**src/source/net_shell_pkg.sv**
```systemverilog
// ============================================================
// Network shell package
// Widths and channel types shared by the memory command,
// memory status and configuration paths of the shell
// ============================================================

package net_shell_pkg;

    // Address and length widths
    localparam int ADDR_BITS     = 48;
    localparam int LEN_BITS      = 28;
    localparam int IP_ADDR_BITS  = 32;
    localparam int MAC_ADDR_BITS = 48;

    // Memory command from the stack
    typedef struct packed {
        logic                 is_write;
        logic [ADDR_BITS-1:0] addr;
        logic [LEN_BITS-1:0]  len;
    } mem_cmd_t;

    // Memory status back to the stack
    typedef struct packed {
        logic       is_write;
        logic       ok;
        logic [5:0] tag;
    } mem_sts_t;

    // Which station address an update targets
    typedef enum logic [0:0] {
        CFG_IP  = 1'b0,
        CFG_MAC = 1'b1
    } cfg_kind_t;

    // IP view of the payload word, address in the low bits
    typedef struct packed {
        logic [MAC_ADDR_BITS-IP_ADDR_BITS-1:0] pad;
        logic [IP_ADDR_BITS-1:0]               ip;
    } cfg_ip_word_t;

    // One payload word, decoded by kind
    typedef union packed {
        logic [MAC_ADDR_BITS-1:0] mac;
        cfg_ip_word_t             ip_word;
    } cfg_payload_u;

    // Configuration update
    typedef struct packed {
        cfg_kind_t    kind;
        cfg_payload_u payload;
    } cfg_upd_t;

endpackage
```
**src/source/net_shell_top.sv**
```systemverilog
// ============================================================
// Network shell top
// Slices the memory command, status and configuration paths
// and relocates memory commands by the base offset
// ============================================================

`timescale 1ns/10ps

module net_shell_top
    import net_shell_pkg::*;
#(
    parameter int N_STAGES = 2
) (
    input  logic                     aclk,
    input  logic                     aresetn,

    // Stack commands
    input  logic                     cmd_valid,
    input  mem_cmd_t                 cmd,
    input  logic [ADDR_BITS-1:0]     ddr_offset,

    // Toward memory
    output logic                     mem_req_valid,
    output mem_cmd_t                 mem_req,

    // Memory status
    input  logic                     sts_valid,
    input  mem_sts_t                 sts,
    output logic                     stack_sts_valid,
    output mem_sts_t                 stack_sts,

    // Configuration
    input  logic                     cfg_valid,
    input  cfg_upd_t                 cfg,
    output logic [IP_ADDR_BITS-1:0]  ip_addr,
    output logic [MAC_ADDR_BITS-1:0] mac_addr
);

    logic     cmd_slice_valid;
    mem_cmd_t cmd_slice;
    logic     cfg_slice_valid;
    cfg_upd_t cfg_slice;

    // Command path
    net_slice_array #(
        .N_STAGES  (N_STAGES),
        .DATA_BITS ($bits(mem_cmd_t))
    ) inst_cmd_slice (
        .aclk      (aclk),
        .aresetn   (aresetn),
        .in_valid  (cmd_valid),
        .in_data   (cmd),
        .out_valid (cmd_slice_valid),
        .out_data  (cmd_slice)
    );

    mem_cmd_offset #(
        .N_STAGES (N_STAGES)
    ) inst_cmd_offset (
        .aclk       (aclk),
        .aresetn    (aresetn),
        .ddr_offset (ddr_offset),
        .cmd_valid  (cmd_slice_valid),
        .cmd        (cmd_slice),
        .req_valid  (mem_req_valid),
        .req        (mem_req)
    );

    // Status path back to the stack
    net_slice_array #(
        .N_STAGES  (N_STAGES),
        .DATA_BITS ($bits(mem_sts_t))
    ) inst_sts_slice (
        .aclk      (aclk),
        .aresetn   (aresetn),
        .in_valid  (sts_valid),
        .in_data   (sts),
        .out_valid (stack_sts_valid),
        .out_data  (stack_sts)
    );

    // Configuration path
    net_slice_array #(
        .N_STAGES  (N_STAGES),
        .DATA_BITS ($bits(cfg_upd_t))
    ) inst_cfg_slice (
        .aclk      (aclk),
        .aresetn   (aresetn),
        .in_valid  (cfg_valid),
        .in_data   (cfg),
        .out_valid (cfg_slice_valid),
        .out_data  (cfg_slice)
    );

    net_config_regs inst_config_regs (
        .aclk      (aclk),
        .aresetn   (aresetn),
        .upd_valid (cfg_slice_valid),
        .upd       (cfg_slice),
        .ip_addr   (ip_addr),
        .mac_addr  (mac_addr)
    );

endmodule

```
**src/source/net_config_regs.sv**
```systemverilog
// ============================================================
// Station configuration registers
// Decodes set-IP and set-MAC updates into the current
// station IP and MAC address
// ============================================================

`timescale 1ns/10ps

module net_config_regs
    import net_shell_pkg::*;
(
    input  logic                     aclk,
    input  logic                     aresetn,
    input  logic                     upd_valid,
    input  cfg_upd_t                 upd,
    output logic [IP_ADDR_BITS-1:0]  ip_addr,
    output logic [MAC_ADDR_BITS-1:0] mac_addr
);

    // One update loads one register, the other holds
    always_ff @(posedge aclk) begin
        if (!aresetn) begin
            ip_addr  <= '0;
            mac_addr <= '0;
        end else if (upd_valid) begin
            case (upd.kind)
                CFG_IP:  ip_addr  <= upd.payload.ip_word.ip;
                CFG_MAC: mac_addr <= upd.payload.mac;
                default: ;
            endcase
        end
    end

    // IP updates carry a clean upper pad
    a_ip_pad: assert property (
        @(posedge aclk) disable iff (!aresetn)
        (upd_valid && upd.kind == CFG_IP) |-> (upd.payload.ip_word.pad == '0)
    ) else $error("IP update with non-zero pad bits");

endmodule

```
**src/source/mem_cmd_offset.sv**
```systemverilog
// ============================================================
// Memory command relocation
// Delays the base offset to match the command slices, then
// adds it to each command address in one register stage
// ============================================================

`timescale 1ns/10ps

module mem_cmd_offset
    import net_shell_pkg::*;
#(
    parameter int N_STAGES = 2
) (
    input  logic                 aclk,
    input  logic                 aresetn,
    input  logic [ADDR_BITS-1:0] ddr_offset,
    input  logic                 cmd_valid,
    input  mem_cmd_t             cmd,
    output logic                 req_valid,
    output mem_cmd_t             req
);

    // Offset delay line, same depth as the command slices
    logic [N_STAGES:0][ADDR_BITS-1:0] offset_q;

    assign offset_q[0] = ddr_offset;

    if (N_STAGES > 0) begin : g_offset_dly
        always_ff @(posedge aclk) begin
            for (int i = 1; i <= N_STAGES; i++) begin
                offset_q[i] <= offset_q[i-1];
            end
        end
    end

    // Request strobe
    always_ff @(posedge aclk) begin
        if (!aresetn) begin
            req_valid <= 1'b0;
        end else begin
            req_valid <= cmd_valid;
        end
    end

    // Relocated request, address wraps at 2^48
    always_ff @(posedge aclk) begin
        req.is_write <= cmd.is_write;
        req.addr     <= cmd.addr + offset_q[N_STAGES];
        req.len      <= cmd.len;
    end

    // Valid commands are never empty
    a_cmd_len: assert property (
        @(posedge aclk) disable iff (!aresetn)
        cmd_valid |-> (cmd.len != '0)
    ) else $error("memory command with zero length");

endmodule

```
**src/source/net_slice_array.sv**
```systemverilog
// ============================================================
// Register slice array
// Chain of valid-plus-payload register stages, no back-pressure
// ============================================================

`timescale 1ns/10ps

module net_slice_array #(
    parameter int N_STAGES  = 2,
    parameter int DATA_BITS = 8
) (
    input  logic                 aclk,
    input  logic                 aresetn,
    input  logic                 in_valid,
    input  logic [DATA_BITS-1:0] in_data,
    output logic                 out_valid,
    output logic [DATA_BITS-1:0] out_data
);

    // Index 0 is the input, index N_STAGES the output
    logic [N_STAGES:0]                valid_q;
    logic [N_STAGES:0][DATA_BITS-1:0] data_q;

    assign valid_q[0] = in_valid;
    assign data_q[0]  = in_data;

    if (N_STAGES > 0) begin : g_regs
        // Strobe bits
        always_ff @(posedge aclk) begin
            if (!aresetn) begin
                for (int i = 1; i <= N_STAGES; i++) begin
                    valid_q[i] <= 1'b0;
                end
            end else begin
                for (int i = 1; i <= N_STAGES; i++) begin
                    valid_q[i] <= valid_q[i-1];
                end
            end
        end

        // Payload, meaningful only with its strobe
        always_ff @(posedge aclk) begin
            for (int i = 1; i <= N_STAGES; i++) begin
                data_q[i] <= data_q[i-1];
            end
        end
    end

    assign out_valid = valid_q[N_STAGES];
    assign out_data  = data_q[N_STAGES];

endmodule

```
**config.mk**
```make
export PLATFORM = sky130hd
export DESIGN_NAME = net_shell_top
export DESIGN_NICKNAME = d
export VERILOG_FILES = /design/src/source/net_shell_pkg.sv /design/src/source/net_shell_top.sv /design/src/source/net_config_regs.sv /design/src/source/mem_cmd_offset.sv /design/src/source/net_slice_array.sv
export SDC_FILE = /design/constraint.sdc
export NUM_CORES = 1
export LEC_CHECK = 0
export BUFFER_PORTS_ARGS = -buffer_cell sky130_fd_sc_hd__buf_2
export CORE_ASPECT_RATIO = 1.25
export CORE_MARGIN = 1
export CORE_UTILIZATION = 40
export CTS_BUF_LIST = sky130_fd_sc_hd__clkbuf_16
export DETAILED_ROUTE_END_ITERATION = 10
export GPL_TIMING_DRIVEN = 1
export HOLD_SLACK_MARGIN = 0.08
export PLACE_DENSITY = 0.65
export SYNTH_ARGS = -nofsm -noshare
export SYNTH_HDL_FRONTEND = slang
export SYNTH_SLANG_ARGS = --single-unit
```
**constraint.sdc**
```tcl
create_clock -name aclk -period 3.7 [get_ports aclk]
set_clock_uncertainty 0.2 [all_clocks]
set_input_delay 0.37 -clock aclk [delete_from_list [all_inputs] [get_ports aclk]]
set_output_delay 0.37 -clock aclk [all_outputs]
set_load 0.02 [all_outputs]
```
==> metrics.yaml <==
worstPathMaxFanout: 5
std_cell_rows: 78
crit_required_ps: 3960
fin_setup_tns_ps: 0
clk_path_buf_depth: 3
ys_top_cells_by_area: "dfxtp_1, nand2_1, a21boi_0, ha_1, a21oi_1"
grt_pass1_vias: 10900
min_period_ps: 3460
synth.distinct_cells: 54
drv_slew: 0
root_buffer: "clkbuf_16"
die_area_mm2: 0.0380
slowest_stage: "or4b_4"
initial_utilization: 0.408
grt_first_pass_wirelength_um: 55600
nets: 2000
fin_total_pwr_mw: 12.4
num_vias: 10400
grt_max_degree: 88
syn_nets: 1461
worst_slew_pin_slew_ps: 1000
vdd_drop_max_mv: 0.502
relSlewSlack: 0.331
cts_resized: 0
cts_buffers: 50
io_pins: 354
via_per_inst: 4.55
synth_largest_area_cell: "dfxtp_1"
leakage_nw: 9.14
syn_area_mm2: 0.0149
drive_gt1_frac: 0.245
dp.cells: 2008
slowest_delay_ps: 540
start_kind: "flip-flop"
hp-class: "reg2reg"
drt-total-wl_um: 35300
async_flop_share: 0
clock_latency_ps: 570
synth_top_area_share: 0.711
io_buffers: 353
hpwl_um: 23700
synth-seq-area-share: 0.711
path_cells: "ha_1 -> fa_1 -> a21o_1 -> a221oi_2 -> o41ai_1 -> or4b_4 -> a311oi_4 -> a31oi_1 -> o22a_1 -> xor2_1"
fin_util: 0.562
setup.worst_path.class: "reg2reg"
wl_per_cell_um: 15.4
track_usage: 0.184
syn_area_per_cell_um2: 12.1
status: "finished, final reports clean"
hold_ws_ps: 121
die_y_um: 218
maxCapViolCount: 0
cts_max_level: 2
grt_overflow_total: 0
final_antenna_net_count: 0
hold_viol: 0
cts_tree: "done"
final_area_mm2: 0.0205
core_mm2: 0.0365
fin_cells: 2288
rsz0062_at_grt: "false"
fmax_mhz: 289
first_iter_violations: 376
fin_ws_ps: 236
endpoint_kind: "flip-flop"
cts.clk_slew.worst_paths_ps: 70
r2r_slack_ps: 240
syn_to_final_growth_pct: 38.0
die_w_um: 174
ys.flop_type: "dfxtp_1"
placed_cell_area_mm2: 0.0170
cts_sinks: 528
drtPass1Iterations: 5
synth_edf_count: 0
p_per_area_mw_per_mm2: 603
finalSetupViolations: 0
pre_cts_ws_ps: 219
postSynthCellCount: 1226
antenna_found_initial: 9
drc: 0
arrival_ps: 3720
timing.final.crit_share: 0.936
place_congestion: 0.833
ys.warnings.count: 0
ys_ff_latch: 528
[power by group]
group	internal (mW)	leakage (nW)	switching [mW]	total (mW)
registers	6.06	4.43	0.113	6.17
clock network	2.78	0.815	2.20	4.97
logic	0.546	3.90	0.691	1.24
[logic make-up (layout without fill, tap and decap cells)]
| group | after synthesis | after routing | share of synthesized area |
|---|---|---|---|
| xor gates and xnor gates | 41 | 41 | 0.0241 |
| buffers and inverters | 64 | 643 | 0.0182 |
| DFF | 528 | 528 | 0.711 |
| muxes | 2 | 2 | 0.00143 |
| adders and majority gates | 48 | 48 | 0.0409 |
| other | 0 | 3 | 0 |
| and+or+nand+nor | 299 | 299 | 0.0888 |
| AOI/OAI and AO/OA | 244 | 244 | 0.116 |
[layout make-up]
cell class | instances | area [µm²]
fill | 3017 | 16000
antenna | 3 | 7.51
multi-input combinational | 634 | 4040
tap | 480 | 601
inverter | 7 | 26.3
sequential | 528 | 10600
clock buffer | 50 | 1250
clock inverter | 42 | 365
timing repair buffer | 544 | 3660
[final timing paths]
kind | start | to | cells after the start
worst max register to register | inst_cmd_slice.out_data[28] | inst_cmd_offset.req[70] | 10
worst max-delay path | inst_cmd_slice.out_data[28] | inst_cmd_offset.req[70] | 10
worst min-delay path | inst_cmd_offset.offset_q[70] | inst_cmd_offset.offset_q[118] | 0
worst min register to register | inst_cmd_offset.offset_q[70] | inst_cmd_offset.offset_q[118] | 0
[cell usage after synthesis, types with 2 or more instances]
cell type  instances
nand2b_1          11
ha_1              47
a211oi_1           6
and2_1            10
o221ai_1           2
xor2_1            19
nand4_1           18
a21boi_0          82
nand3_1            8
o211ai_1           2
buf_4              8
xnor2_1           22
a2111oi_0          4
nand2_1          195
dfxtp_1          528
o2111ai_1          3
nor2b_1            8
clkbuf_1          48
inv_1              7
a211o_1            2
a221oi_1           2
a21oi_1           48
nor2_1            24
and3_1             9
o21ai_0           24
and4_1             3
o21a_1             4
a221o_1            2
nor3_1             8
nor3b_1            2
o31ai_1            4
o21bai_1          10
a21o_1            32
a31oi_1            4
[layout by cell type (no fill, tap or decap), types with 24 or more instances in the layout]
cell type / netlist / final
dfxtp_1: 528 / 528
dlygate4sd3_1: 0 / 185
nor2_1: 24 / 24
nand2_1: 195 / 195
o21ai_0: 24 / 24
a21oi_1: 48 / 48
a21o_1: 32 / 32
buf_2: 0 / 353
ha_1: 47 / 47
clkbuf_16: 0 / 50
a21boi_0: 82 / 82
[worst max-delay path, delay by kind of cell (launching register included)]
kind | cells | cell delay, ps
XOR/XNOR | 1 | 150
flip-flops | 1 | 300
AND/OR/NAND/NOR | 1 | 540
AO/OA/AOI/OAI | 6 | 1530
adder cells (fa/ha/maj) | 2 | 620
[registers in the layout, summed over array words and instances (netlist names)]
name / flops
inst_cmd_offset.req_valid: 1
inst_cmd_slice.data_q: 77
inst_cmd_slice.out_data: 77
inst_cfg_slice.out_data: 49
inst_cmd_slice.valid_q: 1
inst_sts_slice.out_valid: 1
inst_cfg_slice.data_q: 49
inst_sts_slice.valid_q: 1
inst_sts_slice.out_data: 8
inst_cfg_slice.out_valid: 1
inst_cmd_slice.out_valid: 1
inst_cmd_offset.req: 77
inst_config_regs.ip_addr: 32
inst_cfg_slice.valid_q: 1
inst_config_regs.mac_addr: 48
inst_cmd_offset.offset_q: 96
inst_sts_slice.data_q: 8
[layer usage]
layer | global-route usage | vias up | share of wire
met5 | 0 | - | 0.0020
met4 | 0.0722 | 12 | 0.031
met2 | 0.336 | 322 | 0.51
met3 | 0.0629 | 81 | 0.082
li1 | - | 5199 | -
met1 | 0.192 | 4792 | 0.37
[what timing repair did]
item                      4_1_cts  5_1_grt
setup buffers                   0        0
hold endpoints to repair      185        0
hold buffers                  185        0
Note: power is estimated with default switching activity, not from simulation.
